==> src/icache_pkg.sv <==
`default_nettype none

package icache_pkg;

  ////////////////////
  // Address sizes
  ////////////////////
  localparam int vaddr_width       = 32;
  localparam int paddr_width       = 32;
  localparam int ptag_width        = 20;
  localparam int page_offset_width = 12;

  ////////////////////
  // Cache geometry
  ////////////////////
  localparam int sets        = 64;
  localparam int assoc       = 2;
  localparam int block_width = 128;
  localparam int bank_width  = 64;
  localparam int instr_width = 32;

  // Field widths inside an address
  localparam int sindex_width       = 6;
  localparam int block_offset_width = 4;
  // One bank per way, so a block spans two bank entries
  localparam int bank_offset_width  = 1;

  ////////////////////
  // Vector types
  ////////////////////
  typedef logic [vaddr_width-1:0]   vaddr_t;
  typedef logic [paddr_width-1:0]   paddr_t;
  typedef logic [ptag_width-1:0]    ptag_t;
  typedef logic [sindex_width-1:0]  sindex_t;
  typedef logic [$clog2(assoc)-1:0] way_t;
  typedef logic [assoc-1:0]         way_mask_t;
  typedef logic [block_width-1:0]   block_t;
  typedef logic [bank_width-1:0]    bank_t;
  typedef logic [instr_width-1:0]   instr_t;

  // Miss control
  typedef enum logic [1:0]
  {
    e_ready,
    e_miss,
    e_recover
  } icache_state_e;

endpackage

`default_nettype wire

==> src/icache_lru_array.sv <==
`timescale 1ns/100ps
`default_nettype none

module icache_lru_array
  (input  logic                  clk_i
   , input  logic                reset_i
   , input  logic                hit_consumed_i
   , input  icache_pkg::sindex_t hit_index_i
   , input  icache_pkg::way_t    hit_way_i
   , input  icache_pkg::sindex_t tv_index_i
   , input  icache_pkg::way_mask_t valid_i
   , output icache_pkg::way_t    repl_way_o
   );

  // Each entry names the way to evict next
  icache_pkg::way_t [icache_pkg::sets-1:0] lru_r;

  always_ff @(posedge clk_i)
  begin
    if (reset_i)
      lru_r <= '0;
    else if (hit_consumed_i)
      lru_r[hit_index_i] <= ~hit_way_i;
  end

  ////////////////////
  // Victim choice
  ////////////////////
  // Walk down so the lowest invalid way is the one left standing
  always_comb
  begin
    repl_way_o = lru_r[tv_index_i];
    for (int w = icache_pkg::assoc-1; w >= 0; w--)
    begin
      if (!valid_i[w])
        repl_way_o = icache_pkg::way_t'(w);
    end
  end

endmodule

`default_nettype wire

==> config.mk <==
export PLATFORM = sky130hd
export DESIGN_NAME = icache_lru_array
export DESIGN_NICKNAME = d
export VERILOG_FILES = /design/src/icache_pkg.sv /design/src/icache_lru_array.sv
export SDC_FILE = /design/constraint.sdc
export NUM_CORES = 1
export LEC_CHECK = 0
export BUFFER_PORTS_ARGS = -buffer_cell sky130_fd_sc_hd__buf_4
export CAP_MARGIN = 20
export CORE_UTILIZATION = 54
export DETAILED_ROUTE_END_ITERATION = 7
export PLACE_DENSITY = 0.75
export SLEW_MARGIN = 15
export SYNTH_ARGS = -nofsm -noshare
export SYNTH_HDL_FRONTEND = slang
export SYNTH_SLANG_ARGS = --single-unit
export TNS_END_PERCENT = 30
==> constraint.sdc <==
create_clock -name clk_i -period 2.4 [get_ports clk_i]
set_input_delay 0.6 -clock clk_i [delete_from_list [all_inputs] [get_ports clk_i]]
set_output_delay 0.6 -clock clk_i [all_outputs]
set_load 0.01 [all_outputs]
# --- Word-level counts from Yosys, hierarchy flattened ---
# Index checks and enable logic that the tools add are counted.
totals:
  latchBits: 0
  register_bits: 64
  ramBits: 0
  romBits: 0
  in_bits: 18
  mem_count: 0
  out_inout_bits: 1
classes:
  reduce_logical: 1
  n_mul: 0
  addsub: 0
  mux: 7
  eq_ne: 0
  n_div: 0
  n_shift: 0
  bitwise: 1
  magnitude_cmp: 3
op_table:
  columns: ["operator", "n"]
  rows:
  - ["64-bit bitwise mux", 1]
  - ["6-bit by 7-bit < comparator with 1-bit output (second input constant)", 2]
  - ["1-bit binary-select mux with 6-bit select", 1]
  - ["1-bit demux with 6-bit select", 1]
  - ["6-bit by 1-bit >= comparator with 1-bit output (second input constant)", 1]
  - ["1-bit two-way mux", 4]
  - ["1-bit logical AND", 1]
  - ["1-bit NOT", 1]

# --- Logic depth before layout (Yosys ltp) ---
depth:
  word_depth: 5
  depth_mapped: 7
  mapped_depth_nobuf: 5

# --- Least setup slack after synthesis ---
# OpenSTA, ideal clock, no wires.
synth_path:
  path_type: "input port to output port"
  startpoint: "input tv_index_i[0]"
  endpoint: "output repl_way_o"
  path_buffers: 1
  arrival_time_ns: 1.864
  setup_slack_ns: -0.064
  stages: 6
  required_ns: 1.800
  cell_sequence: "buf_2 mux4_2 a211oi_1 o211ai_1 o311ai_1 a31oi_1"
synth_between:
  elab_chain_len: 4
synth_lines:
  columns: ["item", "line_no", "rtl"]
  rows:
  - ["from (decl)", "icache_lru_array.sv:10", ", input icache_pkg::sindex_t tv_index_i"]
  - ["1-bit binary-select mux with 6-bit select", "icache_lru_array.sv:32", "repl_way_o = lru_r[tv_index_i];"]
  - ["1-bit two-way mux (not written as such)", "icache_lru_array.sv:32", null]
  - ["1-bit two-way mux (2 in series)", "icache_lru_array.sv:35", "if (!valid_i[w])"]
  - ["to (decl)", "icache_lru_array.sv:12", ", output icache_pkg::way_t repl_way_o"]
# No other way between the ends. The select of a mux whose other input is x is not followed.

# --- Worst setup path after layout ---
layout_path:
  startpoint: "input tv_index_i[1]"
  endpoint: "output repl_way_o"
# Same word-level chain as after synthesis.

==> out/metrics.cfg <==
[grt]
grt_pass1_wl_um = 12800
grt_usage_pct = 27.3
grt_pass1_vias = 2608
gr-total-overflow = 0
antenna_found_initial = 0
grt_max_degree = 65

[detailed_routing]
dr.pass1.iters = 5
drt.antenna.violating_nets = 0
wl_um = 7730
drt-initial-drc-count = 169
vias_per_cell = 6.00
via_count = 2641
drc = 0
wire_per_inst_um = 17.6

[timing]
hold_ws_ns = 0.498
fmax_mhz = 391
post-route-period-util_pct = 107
slew_violations = 0
skew_ns = 0
rsz0062_at_grt = true
layout_setup_ws_ns = -0.156
hold_viol = 0
worst_pin_slew_ns = 0.721
period_needed_ns = 2.56
relSlewSlack_pct = 51.9
finalSetupViolations = 1

[power_and_ir_drop]
seqPwrFrac_pct = 47.2
ir_drop_uv = 412
p_clk_share_pct = 44.1
swShare_pct = 23.7
power.internal_uw = 1740
p_leak_uw = 0.00111
p_sw_uw = 541
combPwrFrac_pct = 8.7
pwr_density_cell_nw_per_um2 = 636

[status]
status = finished with violations
violations = negative setup slack

[finish]
top_regs = lru_r (64)
final_net_count = 381
num_antenna_cells = 0
largest_register_ffs = 64
largest_register = lru_r
layout-drive-gt1-share_pct = 22.6
area_delta_synth_final_pct = 11.9
stdcell_count = 440

[die]
dieArea_um2 = 6230
core_area_um2 = 5610
die_x_um = 78.9
ios = 19
start_util_pct = 57.0
placementRows = 27
fp.dieH_um = 78.9

[critical_path]
cp_max_fo = 6
required_ns = 1.80
crit_path_end_kind = primary output
crit_type = input port to primary output
crit_arrival_ns = 1.96
start_kind = input port

[place]
routabilityCongestion = 0.802
numPortBuffers = 18
placed_cells = 424
dp_hpwl_um = 5040

[synth]
synth_fp_nets = 377
synthDistinctLibCells = 35
synth_top_area_share_pct = 40.1
ys_warn_count = 0
synth_edf_count = 0
syn-mean-instance-area_um2 = 8.90
synth_largest_area_cell = dfxtp_1
yosysMostFrequentCell = nor2_1
netlist_instances = 359
seq_area_frac_synth_pct = 40.1
synth_commonest_cells = 123 x nor2_1, 64 x dfxtp_1, 59 x a211oi_1, 17 x clkbuf_1, 16 x mux4_2
ys_async_sr_fraction_pct = 0
ys_ff_latch = 64
synth_flop_cell = dfxtp_1
synth_top_cells_by_area = dfxtp_1 40%, nor2_1 14%, a211oi_1 14%, mux4_2 11%, a211oi_2 2.3%
netlist_area_um2 = 3200

[clock_tree]
ctsRootBufferMaster = clkbuf_8
cts_setup_buffers = 0
cts_tree = done
cts.sinks = 64
hold_buffers = 0
insertion_delay_ns = 0.34
numCtsBuffers = 9
clk_path_buf_depth = 2
clk_pin_slew_ns = 0.07
cts_max_level = 3

[hold_path]
hp-class = flip-flop to flip-flop

[run]
max_cap_viol_count = 0

-- placed cells by master, fill, tap and decap left out, types with 3 or more instances in the layout --
master,n
nand3_1,6
nor2_4,6
nand3b_1,3
inv_1,3
nor2_2,5
mux2i_1,5
nor2_1,123
o21ai_1,3
or2_1,3
buf_4,21
clkbuf_8,13
a211oi_2,7
nand3b_2,3
dfxtp_1,64
a211oi_1,58
nand2_1,5
mux4_2,16
-- path summary, 6_finish.rpt --
check,slack [ns],cells past startpoint,startpoint,end
min,0.50,2,lru_r[47],lru_r[47]
max,-0.16,7,tv_index_i[1],repl_way_o
min reg2reg,0.50,2,lru_r[47],lru_r[47]
max reg2reg,1.64,2,lru_r[8],lru_r[8]
-- cells by family (layout without fill, tap and decap cells) --
kind of cell | after synthesis | after routing | share of synthesized area (%)
and+or+nand+nor | 165 | 165 | 23.9
muxes | 21 | 21 | 12.8
DFF | 64 | 64 | 40.1
buffers and inverters | 36 | 45 | 5.44
AOI/OAI and AO/OA | 73 | 73 | 17.8
-- timing repair --
item                                    CTS  global route
hold endpoints to repair                  0             0
resized for setup                         4             4
endpoints found under the setup margin    1             1
pin swaps                                 1             4
-- critical path, stage by stage --
cell and delay [ns]:
buf_12 0.10, mux4_2 0.49, mux2i_1 0.14, mux2i_1 0.10
o311ai_1 0.30, a31oi_2 0.07, buf_4 0.15
-- layout make-up --
class                      instances  area (µm²)
multi-input combinational        259        1750
fill                             487        2030
tap                               72        90.1
clock buffer                      14         183
timing repair buffer              25         220
sequential                        64        1280
inverter                           4        15.0
clock inverter                     2        35.0
-- metrics by stage --
step                util [%]  total power (µW)  setup TNS, ns  setup slack, ns  instance area, µm²
floorplan                  -              1230              0          0.00147                3210
global placement        59.5              1290         -0.248           -0.248                3330
detailed placement      59.5              1290         -0.247           -0.247                3330
CTS                     63.7              2280         -0.203           -0.203                3570
global route            63.8              2340         -0.229           -0.229                3580
finish                  63.8              2280         -0.156           -0.156                3580
-- per-layer routing --
layer / global-route usage (%) / part of all wire (%) / vias to the layer above
met3: 8.85 / 6.4 / 16
met1: 36.2 / 46 / 1247
li1: - / - / 1288
met2: 42.0 / 46 / 90
met4: 9.45 / 1.7 / 0
met5: 0 / 0 / -
-- power by group through the flow --
stage | logic (µW) | registers, µW | clock network, µW
2_1_floorplan | 138 | 1100 | 0
3_3_place_gp | 191 | 1100 | 0
3_5_place_dp | 191 | 1100 | 0
4_1_cts | 195 | 1070 | 1010
5_1_grt | 214 | 1070 | 1050
6_report | 199 | 1070 | 1000
No activity file was read; power rests on OpenSTA's default activity.
