==> config.mk <==
export PLATFORM = sky130hd
export DESIGN_NAME = icache_tag_array
export DESIGN_NICKNAME = d
export VERILOG_FILES = /design/src/icache_pkg.sv /design/src/icache_tag_array.sv
export SDC_FILE = /design/constraint.sdc
export NUM_CORES = 2
export LEC_CHECK = 0
export BUFFER_PORTS_ARGS = -buffer_cell sky130_fd_sc_hd__buf_2
export CAP_MARGIN = 20
export CORE_MARGIN = 10
export CORE_UTILIZATION = 40
export DETAILED_ROUTE_END_ITERATION = 10
export PLACE_DENSITY = 0.56
export SLEW_MARGIN = 20
export SYNTH_ARGS = -nofsm -noshare
export SYNTH_HDL_FRONTEND = slang
export SYNTH_SLANG_ARGS = --single-unit
==> constraint.sdc <==
create_clock -name clk_i -period 5.7 [get_ports clk_i]
set_input_delay 0.855 -clock clk_i [delete_from_list [all_inputs] [get_ports clk_i]]
set_output_delay 0.855 -clock clk_i [all_outputs]
set_load 0.03 [all_outputs]
==> src/icache_pkg.sv <==
`default_nettype none

package icache_pkg;

  ////////////////////
  // Address sizes
  ////////////////////
  localparam int vaddr_width       = 32;
  localparam int paddr_width       = 32;
  localparam int ptag_width        = 20;
  localparam int page_offset_width = 12;

  ////////////////////
  // Cache geometry
  ////////////////////
  localparam int sets        = 64;
  localparam int assoc       = 2;
  localparam int block_width = 128;
  localparam int bank_width  = 64;
  localparam int instr_width = 32;

  // Field widths inside an address
  localparam int sindex_width       = 6;
  localparam int block_offset_width = 4;
  // One bank per way, so a block spans two bank entries
  localparam int bank_offset_width  = 1;

  ////////////////////
  // Vector types
  ////////////////////
  typedef logic [vaddr_width-1:0]   vaddr_t;
  typedef logic [paddr_width-1:0]   paddr_t;
  typedef logic [ptag_width-1:0]    ptag_t;
  typedef logic [sindex_width-1:0]  sindex_t;
  typedef logic [$clog2(assoc)-1:0] way_t;
  typedef logic [assoc-1:0]         way_mask_t;
  typedef logic [block_width-1:0]   block_t;
  typedef logic [bank_width-1:0]    bank_t;
  typedef logic [instr_width-1:0]   instr_t;

  // Miss control
  typedef enum logic [1:0]
  {
    e_ready,
    e_miss,
    e_recover
  } icache_state_e;

endpackage

`default_nettype wire

==> src/icache_tag_array.sv <==
`timescale 1ns/100ps
`default_nettype none

module icache_tag_array
  (input  logic                                      clk_i
   , input  logic                                    reset_i
   , input  logic                                    rd_v_i
   , input  icache_pkg::sindex_t                     rd_index_i
   , input  logic                                    wr_v_i
   , input  icache_pkg::sindex_t                     wr_index_i
   , input  icache_pkg::way_t                        wr_way_i
   , input  icache_pkg::ptag_t                       wr_tag_i
   , input  logic                                    wr_valid_i
   , output icache_pkg::ptag_t [icache_pkg::assoc-1:0] tag_o
   , output icache_pkg::way_mask_t                   valid_o
   );

  icache_pkg::ptag_t [icache_pkg::assoc-1:0]   tag_mem [icache_pkg::sets];
  icache_pkg::way_mask_t [icache_pkg::sets-1:0] valid_r;

  // Tags are plain storage
  always_ff @(posedge clk_i)
  begin
    if (wr_v_i)
      tag_mem[wr_index_i][wr_way_i] <= wr_tag_i;
    if (rd_v_i)
      tag_o <= tag_mem[rd_index_i];
  end

  // Valid bits start clear so every way misses after reset
  always_ff @(posedge clk_i)
  begin
    if (reset_i)
    begin
      valid_r <= '0;
      valid_o <= '0;
    end
    else
    begin
      if (wr_v_i)
        valid_r[wr_index_i][wr_way_i] <= wr_valid_i;
      if (rd_v_i)
        valid_o <= valid_r[rd_index_i];
    end
  end

endmodule

`default_nettype wire

Word level (Yosys, flattened, before mapping). Memory sizes are Yosys's and may differ from the RTL's. A register that Yosys moved wholly into a read port is not among the register bits. Cells that the tools add are included.

Register bits: 130. Latch bits: 0. RAM bits: 2560. ROM bits: 0. Input bits: 38. Output and inout port bits: 42. Memories: 1.

Memories: tag_mem (depth 64, bits a word 40, read ports 1, clocked after memory_dff 1, write ports 1, RTL line icache_tag_array.sv:18) `icache_pkg::ptag_t [icache_pkg::assoc-1:0] tag_mem [icache_pkg::sets];`.

$add $sub $neg: 0. Multiply operators: 0. Div/mod/pow operators: 0. Magnitude comparators: 5. Equality and inequality tests: 0. Shifts and indexed selects: 0. Mux-type cells: 11. Bitwise logic cells: 0. Reductions and logical operators: 2.

Operators with widths (count): $bwmux W128 (1); $mux W40 (1); $demux W20 S1 (1); $mux W20 (1); $lt A6 B7 Y1 const B (2); $bmux W2 S6 (1); $demux W2 S6 (1); $ge A6 B1 Y1 const B (1); $mux W2 (2); $logic_and A1 B1 Y1 (2); $lt A1 B2 Y1 const B (1); $mux W1 (2); $demux W1 S1 (1); $ge A1 B1 Y1 const B (1).

Depth between registers and ports, before layout.
Word-level depth: 7. Mapped depth: 10. Depth with buffers taken out: 5.

Worst setup path before layout. No wires, ideal clock.

Kind: input to register. Start: in wr_index_i[1]. End: mem tag_mem[18][0] (netlist bit), enable pin. Setup time: 0.398 ns. Arrival time: 3.057 ns. Required time: 5.302 ns. Setup slack: 2.245 ns. Stages: 6. Path buffers: 3. Path through: clkbuf_1 or3b_2 clkbuf_1 or2_2 clkbuf_1 nor2_1.

RTL lines: from (decl) (RTL line icache_tag_array.sv:10) `, input icache_pkg::sindex_t wr_index_i`; to (decl) (RTL line icache_tag_array.sv:18).

No word-level cell before the write port.

==> run_results.csv <==
group,metric,value,unit
timing,rsz0062_at_grt,"false",
timing,finalHoldViolations,0,
drt,post-route-drc-count,0,
global_route,grt_use_total,0.193,
finish,finalNonFillerCells,8552,
drt,viasPerCell,5.79,
clocking,cts_hold_buf,0,
clocking,cts_resized,0,
timing,slew_viol_final,0,
worst_setup_path,end_kind,"register",
drt,wirelength,276000,um
worst_setup_path,worst-setup-path-type,"primary input to register",
place,dp_cells,8060,
clocking,postCtsSetupBuffers,0,
yosys,synth_nets,4588,
place,placed_area,110000,um^2
place,finalWeightedCongestion,0.776,
worst_setup_path,start_kind,"primary input",
power_and_ir_drop,power.leakage,36.4,nW
global_route,grt_max_degree,86,
yosys,yosysWarningCount,0,
worst_hold_path,min_path_type,"primary input to register",
clocking,cts_tree,"built",
yosys,synth_edf_count,2600,
timing,fmax,295,MHz
clocking,htree_levels,5,
yosys,async_flop_share,0,
yosys,yosysTopAreaCellShare,0.747,
clocking,cts-root-buf,"clkbuf_16",
drt,drt_iter0_markers,6187,
finish,multi_input_area,23000,um^2
finish,register_area,80700,um^2
finish,area_delta_synth_final,13.9,%
power_and_ir_drop,p_per_area,349,nW/um^2
yosys,synth_cell_types,34,
drt,vias,49529,
power_and_ir_drop,ir_drop,0.328,mV
clocking,clock_latency,0.93,ns
worst_setup_path,cp_max_fo,38,
global_route,antenna_found_initial,26,
yosys,synth.area.top_cells,"edfxtp_1 75%, mux4_2 18%, dfxtp_1 2.5%",
drt,drt_first_pass_iters,6,
yosys,synthFlopType,"edfxtp_1",
place,io_buffers,79,
global_route,overflow,0,
timing,worst_clock_skew,0.0285,ns
die,die_w,531,um
global_route,grt_first_pass_wirelength,389000,um
die,die_area,282000,um^2
yosys,yosysSeqAreaShare,0.772,
timing,setup_viol,0,
die,rows,187,
run_status,outcome,"complete, no violations",
clocking,numCtsBuffers,291,
drt,wl_per_cell,32.2,um
die,initial_core_util,0.402,
clocking,cts_sinks,2730,
clocking,path_clk_slew,0.06,ns
drt,final_antenna_net_count,0,
run,max-cap-violations,0,
timing,worst_slew_pin_slew,1.16,ns
die,coreArea,260000,um^2
finish,drive_above_1_share,0.324,
yosys,avgSynthCellArea,23.0,um^2
yosys,synth_area,105000,um^2
power_and_ir_drop,power,0.0416,W
timing,fin_crit,3.39,ns
yosys,ys_ff_latch,2730,
timing,slew_headroom,0.221,
place,hpwl,154000,um
timing,timing.hold.ws,0.388,ns
worst_setup_path,crit_arrival,4.04,ns
finish,design_area,119000,um^2
clocking,cts.path.max_buffers,4,
yosys,synth_top_area_cell,"edfxtp_1",
worst_setup_path,cp_data_required_time,6.35,ns
die,die_h,531,um
yosys,syn_inst,4550,
global_route,grt_pass1_vias,50232,
finish,nFillCells,21475,
timing,fin_setup_tns,0,ns
timing,fin_crit_sh,0.595,
finish,finalNetCount,4896,
die,io_pins,80,
-- per-stage QoR --
step                setup slack (ns)   util
floorplan                       2.24      -
global placement                1.28  0.425
detailed placement              1.28  0.425
CTS                             2.30  0.458
global route                    2.17  0.458
finish                          2.31  0.458
-- Yosys cell counts (3+ instances only) --
library cell  count
a211o_1           3
a21oi_1         122
and2_1            7
buf_1            28
buf_2            72
dfxtp_1         130
or3b_2            4
clkbuf_1        160
mux4_2          842
nand3b_1          6
a211oi_1         24
a22o_1            6
buf_6             7
mux2i_1          51
nand2_1         133
nor2_1          142
a31oi_1           5
o21ai_0         120
or2_2            11
o31a_1            5
nand3_1           6
a22oi_1           6
edfxtp_1       2600
nor2b_1          21
buf_4            18
nand2b_1          7
-- path summary, 6_finish.rpt --
path	from	to	slack, ns	cells after the start
worst max register to register	tag_mem[21][38]	tag_o[38]	3.02	5
worst min register to register	valid_r[53]	valid_r[53]	0.47	2
worst max-delay path	rd_index_i[0]	tag_o[38]	2.31	8
worst min-delay path	rd_v_i	tag_o[24]	0.39	1
-- cell type report --
class                   instances  area share
flip-flops and latches       2730       0.678
multi-input cells            1535       0.193
clock buffers                 382      0.0663
well taps                    3496      0.0367
repair buffers                300      0.0208
clock inverters                97     0.00540
diodes                         12    0.000252
-- worst max-delay path: stages --
cell and delay [ns]:
buf_8 0.40, buf_12 0.36, buf_4 0.28, mux4_2 0.53, mux4_2 0.48, nor2b_1 0.20
a211oi_1 0.80, a21oi_1 0.07
-- cell usage in the layout, fill, tap and decap left out, types with 14 or more instances in the layout --
cell,synthesis,layout
buf_4,18,220
a211oi_1,24,22
dfxtp_1,130,130
edfxtp_1,2600,2600
clkbuf_16,0,302
nand2_1,133,133
nor2b_1,21,21
mux2i_1,51,51
nor2_1,142,14
mux4_2,842,842
buf_2,72,50
clkbuf_1,160,77
a21oi_1,122,122
buf_12,0,25
clkinv_2,0,27
nor2_2,0,121
clkinv_1,0,56
o21ai_0,120,120
-- layer usage --
layer,part of all wire,routed length (um),vias to the layer above,track usage
li1,-,-,19895,-
met1,0.43,119000,27530,0.281
met2,0.48,133000,1772,0.307
met3,0.064,17700,322,0.0312
met4,0.019,5170,10,0.0453
met5,0.00021,58,-,0
-- report_power, final --
group / switching [W] / internal, W
Clock: 0.00736 / 0.0100
Combinational: 0.00127 / 0.000776
Sequential: 0.0000698 / 0.0221
-- flip-flops by register name, indices dropped and copies added, names as in the netlist --
name / cells
tag_o: 40
tag_mem: 2560
valid_r: 128
valid_o: 2
-- cell families after synthesis --
family | after synthesis | synth area share
AND/OR/NAND/NOR | 343 | 0.0140
buffers and inverters | 285 | 0.0122
flip-flops | 2730 | 0.772
AO/OA/AOI/OAI | 298 | 0.0158
multiplexers | 894 | 0.186
No activity file was read; power rests on OpenSTA's default activity.
