`src/icache_pkg.sv`:
```
`default_nettype none

package icache_pkg;

  ////////////////////
  // Address sizes
  ////////////////////
  localparam int vaddr_width       = 32;
  localparam int paddr_width       = 32;
  localparam int ptag_width        = 20;
  localparam int page_offset_width = 12;

  ////////////////////
  // Cache geometry
  ////////////////////
  localparam int sets        = 64;
  localparam int assoc       = 2;
  localparam int block_width = 128;
  localparam int bank_width  = 64;
  localparam int instr_width = 32;

  // Field widths inside an address
  localparam int sindex_width       = 6;
  localparam int block_offset_width = 4;
  // One bank per way, so a block spans two bank entries
  localparam int bank_offset_width  = 1;

  ////////////////////
  // Vector types
  ////////////////////
  typedef logic [vaddr_width-1:0]   vaddr_t;
  typedef logic [paddr_width-1:0]   paddr_t;
  typedef logic [ptag_width-1:0]    ptag_t;
  typedef logic [sindex_width-1:0]  sindex_t;
  typedef logic [$clog2(assoc)-1:0] way_t;
  typedef logic [assoc-1:0]         way_mask_t;
  typedef logic [block_width-1:0]   block_t;
  typedef logic [bank_width-1:0]    bank_t;
  typedef logic [instr_width-1:0]   instr_t;

  // Miss control
  typedef enum logic [1:0]
  {
    e_ready,
    e_miss,
    e_recover
  } icache_state_e;

endpackage

`default_nettype wire

```
`src/icache_miss_fsm.sv`:
```
`timescale 1ns/100ps
`default_nettype none

module icache_miss_fsm
  (input  logic                 clk_i
   , input  logic               reset_i
   , input  logic               tv_miss_i
   , input  icache_pkg::paddr_t tv_paddr_i
   , input  icache_pkg::way_t   repl_way_i
   , input  logic               cache_req_ready_i
   , input  logic               cache_req_complete_i
   , output logic               ready_o
   , output logic               is_recover_o
   , output logic               cache_req_v_o
   , output icache_pkg::paddr_t cache_req_addr_o
   , output logic               cache_req_metadata_v_o
   , output icache_pkg::way_t   cache_req_repl_way_o
   );

  icache_pkg::icache_state_e state_r;
  icache_pkg::icache_state_e state_n;
  icache_pkg::way_t          repl_way_r;

  assign ready_o      = (state_r == icache_pkg::e_ready);
  assign is_recover_o = (state_r == icache_pkg::e_recover);

  // Only the ready state may issue, so each miss sends one request
  assign cache_req_v_o    = ready_o & tv_miss_i & cache_req_ready_i;
  assign cache_req_addr_o = {tv_paddr_i[icache_pkg::paddr_width-1:icache_pkg::block_offset_width],
                             {icache_pkg::block_offset_width{1'b0}}};

  always_comb
  begin
    case (state_r)
      icache_pkg::e_ready:
        state_n = cache_req_v_o ? icache_pkg::e_miss : icache_pkg::e_ready;
      icache_pkg::e_miss:
        state_n = cache_req_complete_i ? icache_pkg::e_recover : icache_pkg::e_miss;
      icache_pkg::e_recover:
        state_n = icache_pkg::e_ready;
      default:
        state_n = icache_pkg::e_ready;
    endcase
  end

  always_ff @(posedge clk_i)
  begin
    if (reset_i)
    begin
      state_r                <= icache_pkg::e_ready;
      cache_req_metadata_v_o <= 1'b0;
    end
    else
    begin
      state_r                <= state_n;
      cache_req_metadata_v_o <= cache_req_v_o;
    end
  end

  // Victim is fixed when the request leaves
  always_ff @(posedge clk_i)
  begin
    if (cache_req_v_o)
      repl_way_r <= repl_way_i;
  end

  assign cache_req_repl_way_o = repl_way_r;

endmodule

`default_nettype wire

```
`config.mk`:
```
export PLATFORM = sky130hd
export DESIGN_NAME = icache_miss_fsm
export DESIGN_NICKNAME = d
export VERILOG_FILES = /design/src/icache_pkg.sv /design/src/icache_miss_fsm.sv
export SDC_FILE = /design/constraint.sdc
export NUM_CORES = 1
export LEC_CHECK = 0
export BUFFER_PORTS_ARGS = -buffer_cell sky130_fd_sc_hd__buf_2
export CORE_UTILIZATION = 25
export CTS_CLUSTER_SIZE = 28
export DETAILED_ROUTE_END_ITERATION = 12
export GPL_TIMING_DRIVEN = 1
export PLACE_DENSITY = 0.8
export SYNTH_ARGS = -nofsm -noshare
export SYNTH_HDL_FRONTEND = slang
export SYNTH_SLANG_ARGS = --single-unit
```
`constraint.sdc`:
```
create_clock -name clk_i -period 1.1 [get_ports clk_i]
set_clock_uncertainty 0.2 [all_clocks]
set_input_delay 0.11 -clock clk_i [delete_from_list [all_inputs] [get_ports clk_i]]
set_output_delay 0.11 -clock clk_i [all_outputs]
set_load 0.02 [all_outputs]
```
* Word-level counts from Yosys, hierarchy flattened
Cells that the tools add are included.
Word-level totals: register bits after elaboration 4, bits of input ports 38, output and inout port bits 37
Cells by class: equal/unequal tests 2, mux-type cells 3, bitwise operators 2, reductions and logical operators 1
Operators by type and width (count):
- $pmux W2 S2 | 1
- $and A1 B1 Y1 | 2
- $eq A2 B1 Y1 const B | 1
- $eq A2 B2 Y1 const B | 1
- $logic_not A2 Y1 | 1
- $mux W2 | 1
- $mux W1 | 1

* Longest topological paths before layout
depth in word-level cells 5, depth in mapped cells 2, depth with buffers taken out 2

* Worst setup path before layout
No wires, ideal clock.
path kind register to register, start point reg state_r[0], end point reg repl_way_r (netlist: cache_req_repl_way_o), enable pin, arrival time 914 ps, data required time 520 ps, slack -394 ps, stages on the path, launching flop included 2, buffers on the path 0, clock period less this slack 1494 ps, cell sequence dfxtp_1 -> nor3_1
On the way: word-level cells in the longest chain between the ends 3
RTL lines:
- from (decl) | RTL line icache_miss_fsm.sv:20 | icache_pkg::icache_state_e state_r;
- from (signal assigned) | RTL line icache_miss_fsm.sv:50 | state_r <= icache_pkg::e_ready;
- from (signal assigned) | RTL line icache_miss_fsm.sv:55 | state_r <= state_n;
- $logic_not A2 Y1 | RTL line icache_miss_fsm.sv:24 | assign ready_o = (state_r == icache_pkg::e_ready);
- $and A1 B1 Y1 (2 in a row) | RTL line icache_miss_fsm.sv:28 | assign cache_req_v_o = ready_o & tv_miss_i & cache_req_ready_i;
- named net cache_req_v_o | RTL line icache_miss_fsm.sv:14 | , output logic cache_req_v_o
- to (signal assigned) | RTL line icache_miss_fsm.sv:64 | repl_way_r <= repl_way_i;
- to (decl) | RTL line icache_miss_fsm.sv:22 | icache_pkg::way_t repl_way_r;
The timed path passes the listed nets, and every way through them passes these cells. A chain may end at the register's enable or synchronous reset.

* Worst setup path after layout
start point reg state_r[0], end point out is_recover_o
On the way: word-level cells in the longest chain between the ends 1
RTL lines:
- $eq A2 B2 Y1 | RTL line icache_miss_fsm.sv:25 | assign is_recover_o = (state_r == icache_pkg::e_recover);
- to (decl) | RTL line icache_miss_fsm.sv:13 | , output logic is_recover_o
Every way passes these cells.

==> run_results.csv <==
group,metric,value,unit
clock_network,cts_tree,"yes",
setup_path,cp-start-kind,"flip-flop",
setup_path,max_stage_delay,370,ps
floorplanning,core_area,1490,um^2
floorplanning,rows,14,
pwr,finalPower,0.000442,W
run_status,violations,"negative hold slack, negative setup slack",
timing,rsz0062_at_grt,"yes",
setup_path,end_kind,"output port",
layout,final_common_cell,"buf_2",
setup_path,critPathBufInv,1,
run_status,status,"complete, but fails checks",
setup_path,worst-setup-path-type,"flip-flop to output port",
drt,remaining_drc_errors,0,
drt,via_per_inst,4.13,
hold_path,hp-class,"input pin to flip-flop",
yosys,ys_seq_elements,4,
clock_network,cts_root_buf,"clkbuf_4",
placed_design,postPlaceCellArea,258,um^2
layout,antenna_cells,0,
timing,final-max-slew-violation-count,0,
placed_design,gp_congestion,0.761,
yosys,syn_area,397,um^2
hold_path,hold_start,"cache_req_ready_i",
timing,final-setup-viol-count,3,
yosys,synth.yosys.seq_area_share,22.7,%
timing,finalSetupTns,-300,ps
drt,routedWlPerCell,11.1,um
layout,fin_area,375,um^2
drt,vias,227,
clock_network,clk_latency,230,ps
global_route,grt_remaining_overflow,0,
clock_network,clkSinkCount,4,
drt,drtPass1Iterations,3,
timing,post-route-min-period,1260,ps
setup_path,arrival,950,ps
yosys,yosys.area.top_type,"buf_4",
setup_path,r2r_start,"state_r[1]",
yosys,synthTopCellsByArea,"buf_4 (61%), dfxtp_1 (15%), edfxtp_1 (7.6%)",
yosys,syn-instance-count,47,
timing,fin_crit_sh,114,%
timing,whs,-17.5,ps
setup_path,slowest_stage,"dfxtp_4",
placed_design,place.port_buffers,10,
yosys,synth_cell_types,12,
drt,wl,609,um
timing,max_freq,794,MHz
layout,mostFrequentLayoutCells,"buf_2 (7), conb_1 (4), buf_4 (4)",
setup_path,crit_chain,"and2b_2, buf_6",
layout,final_util,25.2,%
global_route,grt_pass1_vias,258,
clock_network,clock_path_buffers,2,
pwr,p_per_area,1180,nW/um^2
global_route,grt.total_usage,7.48,%
pwr,vdd_drop_max,0.000220,V
setup_path,crit_fanout,6,
layout,n_fill_cell,160,
layout,syn_to_final_growth,-5.36,%
yosys,netlist.area_leader.share,60.6,%
layout,nets,78,
clock_network,cts.clk_slew.worst_paths,30,ps
flow_run,drv_cap,0,
global_route,antenna_found_initial,0,
timing,fin_ws,-159,ps
floorplanning,dieWidth,41.8,um
floorplanning,initial_core_util,26.6,%
drt,ant_nets,0,
pwr,power.leakage,0.174,nW
floorplanning,dieHeight,41.8,um
setup_path,crit_start,"state_r[0]",
drt,first_iter_violations,3,
clock_network,cts_max_level,1,
yosys,postSynthAreaPerCell,8.44,um^2
clock_network,numCtsBuffers,3,
setup_path,crit_family,"flip-flops",
floorplanning,die_area,1750,um^2
timing,hold_violations,1,
setup_path,crit_required,790,ps
yosys,yosys_warnings,0,
layout,drive_above_1_share,59.0,%
global_route,grt_first_pass_wirelength,910,um
layout,finalNonFillerCells,55,
floorplanning,ioPinCount,75,
placed_design,hpwl,326,um
placed_design,dp.cells,45,
global_route,grt_max_degree,7,
==> worst min-delay path: stages <==
cell and delay [ps]:
buf_2 110, nand3b_1 90, a211oi_2 60
==> power breakdown <==
group | internal (W) | total [W] | switching, W
logic | 0.0000423 | 0.0000877 | 0.0000454
clock network | 0.000136 | 0.000193 | 0.0000570
registers | 0.000155 | 0.000161 | 0.00000553
==> area by class of cell <==
| class | instances | area [um^2] | share of cell area (%) |
|---|---|---|---|
| repair buffers | 17 | 130 | 34.7 |
| well taps | 16 | 20.0 | 5.33 |
| multi-input cells | 14 | 101 | 27.0 |
| clock buffers | 4 | 26.3 | 7.00 |
| flip-flops and latches | 4 | 97.6 | 26.0 |
==> per-stage QoR <==
| stage | hold WS (ps) | setup slack (ps) |
|---|---|---|
| CTS | -27.7 | -163 |
| finish | -17.5 | -159 |
| global placement | 20.1 | -8.08 |
| floorplan | -25.4 | -50.1 |
| global route | -6.65 | -200 |
| detailed placement | 20.1 | -19.8 |
==> worst paths after layout <==
check | cells past startpoint | to | slack, ps
worst max-delay path | 2 | is_recover_o | -160
worst min-delay path | 3 | state_r[0] | -20
worst max register to register | 3 | state_r[0] | 20
worst min register to register | 1 | cache_req_metadata_v_o | 260
==> repair_timing <==
item | in CTS | in global routing
cloned | 0 | 0
hold buffers | 4 | 1
resized for setup | 8 | 3
pin swaps | 1 | 2
endpoints found under the hold margin | 4 | 2
setup buffers | 2 | 0
setup endpoints to repair | 3 | 6
==> logic make-up after synthesis <==
group                  share of synthesized area (%)
AO/OA/AOI/OAI                                   3.15
buffers and inverters                           60.6
AND/OR/NAND/NOR                                 12.6
flip-flops                                      22.7
other                                          0.945
==> metal layers <==
layer  wire length, um  global-route usage [%]
met1               177                    3.73
met2               336                    12.2
met3                95                    7.39
met4                 0                    8.39
met5                 0                       0
==> synth_stat cells <==
master,instances
edfxtp_1,1
nand2_1,2
buf_4,32
and2b_2,1
nor2_1,1
nand3b_1,1
a211oi_2,1
nand2b_1,1
nor4_1,1
dfxtp_1,3
nor3_1,2
conb_1,1
==> sequential cells by signal, indices dropped and copies added, names as in the netlist <==
register and flops:
cache_req_metadata_v_o 1, cache_req_repl_way_o 1, state_r 2
(Power assumes the default switching activity.)
