===== src/icache_pkg.sv =====
`default_nettype none

package icache_pkg;

  ////////////////////
  // Address sizes
  ////////////////////
  localparam int vaddr_width       = 32;
  localparam int paddr_width       = 32;
  localparam int ptag_width        = 20;
  localparam int page_offset_width = 12;

  ////////////////////
  // Cache geometry
  ////////////////////
  localparam int sets        = 64;
  localparam int assoc       = 2;
  localparam int block_width = 128;
  localparam int bank_width  = 64;
  localparam int instr_width = 32;

  // Field widths inside an address
  localparam int sindex_width       = 6;
  localparam int block_offset_width = 4;
  // One bank per way, so a block spans two bank entries
  localparam int bank_offset_width  = 1;

  ////////////////////
  // Vector types
  ////////////////////
  typedef logic [vaddr_width-1:0]   vaddr_t;
  typedef logic [paddr_width-1:0]   paddr_t;
  typedef logic [ptag_width-1:0]    ptag_t;
  typedef logic [sindex_width-1:0]  sindex_t;
  typedef logic [$clog2(assoc)-1:0] way_t;
  typedef logic [assoc-1:0]         way_mask_t;
  typedef logic [block_width-1:0]   block_t;
  typedef logic [bank_width-1:0]    bank_t;
  typedef logic [instr_width-1:0]   instr_t;

  // Miss control
  typedef enum logic [1:0]
  {
    e_ready,
    e_miss,
    e_recover
  } icache_state_e;

endpackage

`default_nettype wire


===== src/icache_pipeline.sv =====
`timescale 1ns/100ps
`default_nettype none

module icache_pipeline
  (input  logic                                        clk_i
   , input  logic                                      reset_i
   , input  icache_pkg::vaddr_t                        vaddr_i
   , input  logic                                      v_i
   , input  icache_pkg::ptag_t                         ptag_i
   , input  logic                                      ptag_v_i
   , input  logic                                      data_yumi_i
   , input  logic                                      ready_i
   , input  logic                                      cache_req_ready_i
   , input  logic                                      is_recover_i
   , output logic                                      yumi_o
   , output logic                                      tl_we_o
   , output logic                                      tv_we_o
   , output logic                                      arr_rd_v_o
   , output icache_pkg::sindex_t                       arr_index_o
   , output logic [icache_pkg::bank_offset_width-1:0]  arr_bank_offset_o
   , input  icache_pkg::ptag_t [icache_pkg::assoc-1:0] tag_i
   , input  icache_pkg::way_mask_t                     valid_i
   , input  icache_pkg::bank_t [icache_pkg::assoc-1:0] bank_i
   , output icache_pkg::instr_t                        data_o
   , output logic                                      data_v_o
   , output icache_pkg::paddr_t                        tv_paddr_o
   , output logic                                      tv_miss_o
   , output icache_pkg::way_mask_t                     tv_valid_o
   , output logic                                      hit_consumed_o
   , output icache_pkg::way_t                          hit_way_o
   );

  localparam int bank_lsb = icache_pkg::block_offset_width - icache_pkg::bank_offset_width;

  logic                                      v_tl_r;
  icache_pkg::vaddr_t                        vaddr_tl_r;
  logic                                      v_tv_r;
  icache_pkg::paddr_t                        paddr_tv_r;
  icache_pkg::way_mask_t                     hit_tv_r;
  icache_pkg::way_mask_t                     valid_tv_r;
  icache_pkg::bank_t [icache_pkg::assoc-1:0] bank_tv_r;

  logic                                     tl_adv;
  icache_pkg::ptag_t                        cmp_tag;
  icache_pkg::way_mask_t                    hit_tl;
  logic [icache_pkg::bank_offset_width-1:0] bank_sel;
  icache_pkg::bank_t                        bank_pick;

  ////////////////////
  // Stage handshakes
  ////////////////////
  assign tv_we_o = ~v_tv_r | (data_v_o & data_yumi_i);
  assign tl_adv  = v_tl_r & tv_we_o & ptag_v_i;
  assign yumi_o  = v_i & ready_i & cache_req_ready_i & (~v_tl_r | tl_adv);
  assign tl_we_o = yumi_o;

  // Array port. While a miss waits, keep reading the TV set so the result is
  // fresh when recover comes; recover itself restores the set held in TL
  assign arr_rd_v_o = tl_we_o | ~ready_i;

  always_comb
  begin
    if (ready_i)
    begin
      arr_index_o       = vaddr_i[icache_pkg::block_offset_width +: icache_pkg::sindex_width];
      arr_bank_offset_o = vaddr_i[bank_lsb +: icache_pkg::bank_offset_width];
    end
    else if (is_recover_i)
    begin
      arr_index_o       = vaddr_tl_r[icache_pkg::block_offset_width +: icache_pkg::sindex_width];
      arr_bank_offset_o = vaddr_tl_r[bank_lsb +: icache_pkg::bank_offset_width];
    end
    else
    begin
      arr_index_o       = paddr_tv_r[icache_pkg::block_offset_width +: icache_pkg::sindex_width];
      arr_bank_offset_o = paddr_tv_r[bank_lsb +: icache_pkg::bank_offset_width];
    end
  end

  ////////////////////
  // TL stage
  ////////////////////
  always_ff @(posedge clk_i)
  begin
    if (reset_i)
      v_tl_r <= 1'b0;
    else if (tl_we_o)
      v_tl_r <= 1'b1;
    else if (tl_adv)
      v_tl_r <= 1'b0;
  end

  always_ff @(posedge clk_i)
  begin
    if (tl_we_o)
      vaddr_tl_r <= vaddr_i;
  end

  // Recover compares the re-read against the tag already held in TV
  assign cmp_tag = is_recover_i
    ? paddr_tv_r[icache_pkg::page_offset_width +: icache_pkg::ptag_width]
    : ptag_i;

  always_comb
  begin
    for (int w = 0; w < icache_pkg::assoc; w++)
      hit_tl[w] = valid_i[w] & (tag_i[w] == cmp_tag);
  end

  ////////////////////
  // TV stage
  ////////////////////
  always_ff @(posedge clk_i)
  begin
    if (reset_i)
      v_tv_r <= 1'b0;
    else if (tv_we_o)
      v_tv_r <= v_tl_r & ptag_v_i;
  end

  always_ff @(posedge clk_i)
  begin
    if (tl_adv)
    begin
      paddr_tv_r <= {ptag_i, vaddr_tl_r[icache_pkg::page_offset_width-1:0]};
      valid_tv_r <= valid_i;
    end
    if (tl_adv | is_recover_i)
    begin
      hit_tv_r  <= hit_tl;
      bank_tv_r <= bank_i;
    end
  end

  // Lowest hitting way
  always_comb
  begin
    hit_way_o = '0;
    for (int w = icache_pkg::assoc-1; w >= 0; w--)
    begin
      if (hit_tv_r[w])
        hit_way_o = icache_pkg::way_t'(w);
    end
  end

  // The word lives in bank (offset + way)
  assign bank_sel  = hit_way_o + paddr_tv_r[bank_lsb +: icache_pkg::bank_offset_width];
  assign bank_pick = bank_tv_r[bank_sel];
  assign data_o    = bank_pick[paddr_tv_r[bank_lsb-1]*icache_pkg::instr_width
                               +: icache_pkg::instr_width];

  assign data_v_o       = v_tv_r & (|hit_tv_r);
  assign tv_miss_o      = v_tv_r & ~(|hit_tv_r);
  assign hit_consumed_o = data_v_o & data_yumi_i;
  assign tv_paddr_o     = paddr_tv_r;
  assign tv_valid_o     = valid_tv_r;

endmodule

`default_nettype wire


===== config.mk =====
export PLATFORM = sky130hd
export DESIGN_NAME = icache_pipeline
export DESIGN_NICKNAME = d
export VERILOG_FILES = /design/src/icache_pkg.sv /design/src/icache_pipeline.sv
export SDC_FILE = /design/constraint.sdc
export NUM_CORES = 1
export LEC_CHECK = 0
export ABC_AREA = 1
export BUFFER_PORTS_ARGS = -buffer_cell sky130_fd_sc_hd__buf_2
export CELL_PAD_IN_SITES_DETAIL_PLACEMENT = 1
export CELL_PAD_IN_SITES_GLOBAL_PLACEMENT = 2
export CORE_MARGIN = 3
export CORE_UTILIZATION = 29
export DETAILED_ROUTE_END_ITERATION = 7
export PLACE_DENSITY_LB_ADDON = 0.12
export SYNTH_ARGS = -nofsm -noshare
export SYNTH_HDL_FRONTEND = slang
export SYNTH_SLANG_ARGS = --single-unit

===== constraint.sdc =====
create_clock -name clk_i -period 5.44 [get_ports clk_i]
set_clock_uncertainty 0.15 [all_clocks]
set_input_delay 0.544 -clock clk_i [delete_from_list [all_inputs] [get_ports clk_i]]
set_output_delay 0.544 -clock clk_i [all_outputs]
set_load 0.005 [all_outputs]

After elaboration in Yosys (flattened, before gate mapping). Cells that the tools add are included.

$add $sub $neg: 1. $lt $le $gt $ge: 1. Equal/unequal tests: 2. Shift-type cells: 1. Muxes and demuxes: 11. Bitwise operators: 19. Reductions and logical operators: 2.

Operator list (number): 64-bit 2-to-1 mux (2); 64-bit by 7-bit indexed part select with 32-bit output (1); 20-bit equality test (2); 20-bit 2-to-1 mux (1); 6-bit 2-to-1 mux (2); 1-bit AND (11); 1-bit 2-to-1 mux (6); 1-bit NOT (4); 1-bit OR (4); 1-bit by 2-bit less-than comparator with 1-bit output, second input constant (1); 2-bit nonzero test (1); 2-bit OR reduction (1); 1-bit adder (1).

Flip-flop bits (word level): 178. Input port bits: 230. Output and inout port bits: 81. Logic and storage cells: 45.

Logic depth before layout (Yosys ltp).
Word-level depth: 9. Depth in mapped cells: 12. Gate-level depth less buffers: 10.

Worst setup path after synthesis. Ideal clock, no wire load.

Kind: input to register. Start point: input port is_recover_i. End point: register bank_tv_r[0] in the netlist's numbering, enable pin. Library setup time: 1.127 ns. Data arrival time: 3.062 ns. Data required time: 4.163 ns. Path slack: 1.101 ns. Stages: 5. Path buffers: 3. Cells stage by stage: buf_6 > inv_2 > buf_6 > buf_6 > nand2_1.

Longest elaborated chain between the ends: 1.

RTL lines: start, declared (RTL line icache_pipeline.sv:14) `, input logic is_recover_i`; 1-bit OR (RTL line icache_pipeline.sv:128) `if (tl_adv | is_recover_i)`; end signal, assigned (RTL line icache_pipeline.sv:131) `bank_tv_r <= bank_i;`; end, declared (RTL line icache_pipeline.sv:41) `icache_pkg::bank_t [icache_pkg::assoc-1:0] bank_tv_r;`.

Every way passes these cells. A chain may end at the register's enable or synchronous reset.

Worst setup path after layout.
Start point: register hit_tv_r[1]. End point: output port data_o[8].

Longest elaborated chain between the ends: 6.

RTL lines: start, declared (RTL line icache_pipeline.sv:39) `icache_pkg::way_mask_t hit_tv_r;`; start signal, assigned (RTL line icache_pipeline.sv:130) `hit_tv_r <= hit_tl;`; 1-bit 2-to-1 mux (2 in series) (RTL line icache_pipeline.sv:141) `if (hit_tv_r[w])`; 1-bit adder (RTL line icache_pipeline.sv:147) `assign bank_sel = hit_way_o + paddr_tv_r[bank_lsb +: icache_pkg::bank_offset_width];`; 64-bit 2-to-1 mux (not written as such) (2 in series) (RTL line icache_pipeline.sv:148) `assign bank_pick = bank_tv_r[bank_sel];`; 64-bit by 7-bit indexed part select with 32-bit output (RTL line icache_pipeline.sv:149) `assign data_o = bank_pick[paddr_tv_r[bank_lsb-1]*icache_pkg::instr_width`; end, declared (RTL line icache_pipeline.sv:24) `, output icache_pkg::instr_t data_o`.

Every way passes these cells. The select of a mux whose other input is x is not followed.

==> run metrics <==
Crit Path Class reg -> out; RSZ-0062 raised after global routing no; Slew headroom 40.51%; Layout Nets 1237; first-pass GRT wire length 35160 um; die width 170.2 um; DR WL/cell 17.50 um; CP Max Fanout 87; Clock Pin Slew Worst Setup and Hold Paths 80 ps; Period minus WS final 3331 ps; final setup fails 0; vias in the first global route 6269; initial DRC count 248; cts hold-fix bufs 0; post-CTS sizing 0; Worst-Margin Slew 892.3 ps; Fin Hold WS 124.6 ps; DP HPWL 17430 um; worst reg-to-reg setup slack 2980 ps; Tcrit/Tclk final 61.23%; Root Buffer clkbuf_16; worst vdd ir 0.1369 mV; GRT met2 Usage 26.63%; largest cells by area after synthesis edfxtp_1 (68%), nand2_1 (6.4%), o21ai_0 (4.7%), inv_1 (3.9%), nor2_1 (3.2%); worst-skew pair later-pin latency 430 ps; Area Overhead vs Synth 30.60%; Worst Min Path Start reset_i; Pwr Density 312.5 nW/um2; gr busiest metal met2; Yosys top cell by area edfxtp_1; IO buf count 290; Setup TNS 0 ps; area share of the largest cell type after synthesis 67.61%; DRC viols 0; synthesized flop and latch total 178; met3 usage 5.877%; Rows 59; outcome finished, final reports clean; Fmax achieved 300.2 MHz; area occupied by multi-input gates 1988 um2; fillers 3041; Min-Delay Path Depth 2; placer congestion estimate 0.7734; HP Class in -> reg; die footprint 28960 um2; worst path required time 4750 ps; post-synthesis cell count 718; H-Tree Depth 4; register area share after synthesis 68.12%; fraction of layout cells with a size suffix above 1 33.92%; clk sink count 178; RR Endpoint bank_tv_r[12]; FF-to-FF Start hit_tv_r[0]; Mean Syn Cell Area 10.89 um2; core area 26280 um2; final WL 23820 um; total CTS buffers 17; CTS Buffer Depth 2; Sequential cell area 5325 um2; total track usage 15.98%; crit start category register; post-synth net total 948; CTS tree done; Yosys Warn Count 0; largest net degree at the start of global routing 88; worst hold endpoint v_tl_r; LEAKAGE 4.489 nW; Top Ports 311; total global routing overflow 0; Die Height 170.2 um; antenna violations before repair 13; mapped cell area 7817 um2; Initial Util 29.75%; TritonRoute pass-1 iters 4; MaxCap Viol Count 0; Netlist cell types 26; Worst Reg-to-Reg Cells 5; DR vias/cell 4.588; pins over their slew limit 0; antenna viol nets, final 0; setup bufs post-CTS 0; Final Hold Vio Count 0; CP Capture Type output port; CP arrival 2640 ps; M1 GR Usage 19.46%; detailed-route via count 6244
-- layer usage --
metal	up-vias	wire length (um)
met4	14	405
met2	189	11600
met1	2953	9948
met5	-	73
li1	3052	-
met3	36	1799
-- cell usage after synthesis --
master and count:
buf_6 7, a21oi_2 6, edfxtp_1 176, or2_1 1
o211ai_1 1, o21ai_1 30, nand2_4 1, buf_4 4
o21ai_0 73, nand2_1 133, nor2_1 67, or2_4 1
nor2_2 1, a21oi_1 43, o21ai_2 1, dfxtp_1 2
clkbuf_1 4, nand3b_1 18, nor3_1 2, buf_2 13
xor2_1 3, or2_2 1, inv_1 81, nand3_1 44
inv_2 3, buf_1 2
-- how the worst max path moves through the flow --
| stage | end | slack [ps] | startpoint |
|---|---|---|---|
| after floorplan | bank_tv_r[0] | 1100 | is_recover_i |
| final | data_o[8] | 2110 | hit_tv_r[1] |
| after detailed placement | bank_tv_r[113] | 2360 | is_recover_i |
| after global routing | data_o[8] | 1770 | hit_tv_r[1] |
| after global placement | bank_tv_r[17] | 2380 | is_recover_i |
| after CTS | data_o[30] | 2010 | hit_tv_r[1] |
-- registers in the layout, indices dropped and copies added, names as in the netlist --
| signal | cells |
|---|---|
| bank_tv_r | 128 |
| hit_tv_r | 2 |
| tv_paddr_o | 32 |
| tv_valid_o | 2 |
| v_tl_r | 1 |
| v_tv_r | 1 |
| vaddr_tl_r | 12 |
-- per-stage QoR --
step	utilization (%)	area [um2]	setup WS (ps)	cells	total power, mW
after floorplan	-	7818	1101	718	1.785
after global placement	36.43	9574	2380	1323	1.929
after detailed placement	36.43	9574	2362	1323	1.936
after CTS	38.79	10190	2008	1355	3.240
after global routing	38.84	10210	1771	1360	3.331
final	38.85	10210	2109	1361	3.190
-- placed cells by master (no fill, tap or decap), types with 2 or more instances in the layout --
cell type and n:
o21ai_1 30, inv_8 4, a21oi_1 43, nand2_1 132, nand2_4 2, inv_2 3
clkbuf_16 17, diode_2 6, a21oi_2 6, nor2_1 67, buf_2 290, nor3_1 2
o21ai_0 73, buf_4 10, nand3_1 44, edfxtp_1 176, clkinv_4 3, nand3b_1 18
inv_1 81, clkinv_8 4, xor2_1 3, dfxtp_1 2
-- worst max-delay path, stage by stage, from the launching register on --
cell and delay (ps):
edfxtp_1 420, inv_1 90, nor2_2 40, or2_4 230, nand2_4 120, buf_4 670, a21oi_1 130, o21ai_0 140
o21ai_0 140, buf_2 150
-- area by class of cell --
cell class | count | area share, %
inverter | 84 | 3.088
clock buffer | 18 | 4.203
multi-input combinational | 426 | 19.47
antenna | 6 | 0.1471
clock inverter | 14 | 1.875
timing repair buffer | 300 | 14.95
sequential | 178 | 52.16
tap | 335 | 4.105
-- power breakdown --
group / internal [mW] / total [mW] / switching [mW]
Combinational: 0.122 / 0.292 / 0.170
Sequential: 1.59 / 1.61 / 0.0176
Clock: 0.670 / 1.29 / 0.623
Total: 2.38 / 3.19 / 0.810
-- cell families after synthesis --
family | after synthesis | synth area share (%)
and+or+nand+nor | 269 | 14.77
AOI/OAI and AO/OA | 154 | 10.23
buffers and inverters | 114 | 6.546
DFF | 178 | 68.12
xor gates and xnor gates | 3 | 0.3362
Note: power is estimated with default switching activity, not from simulation.
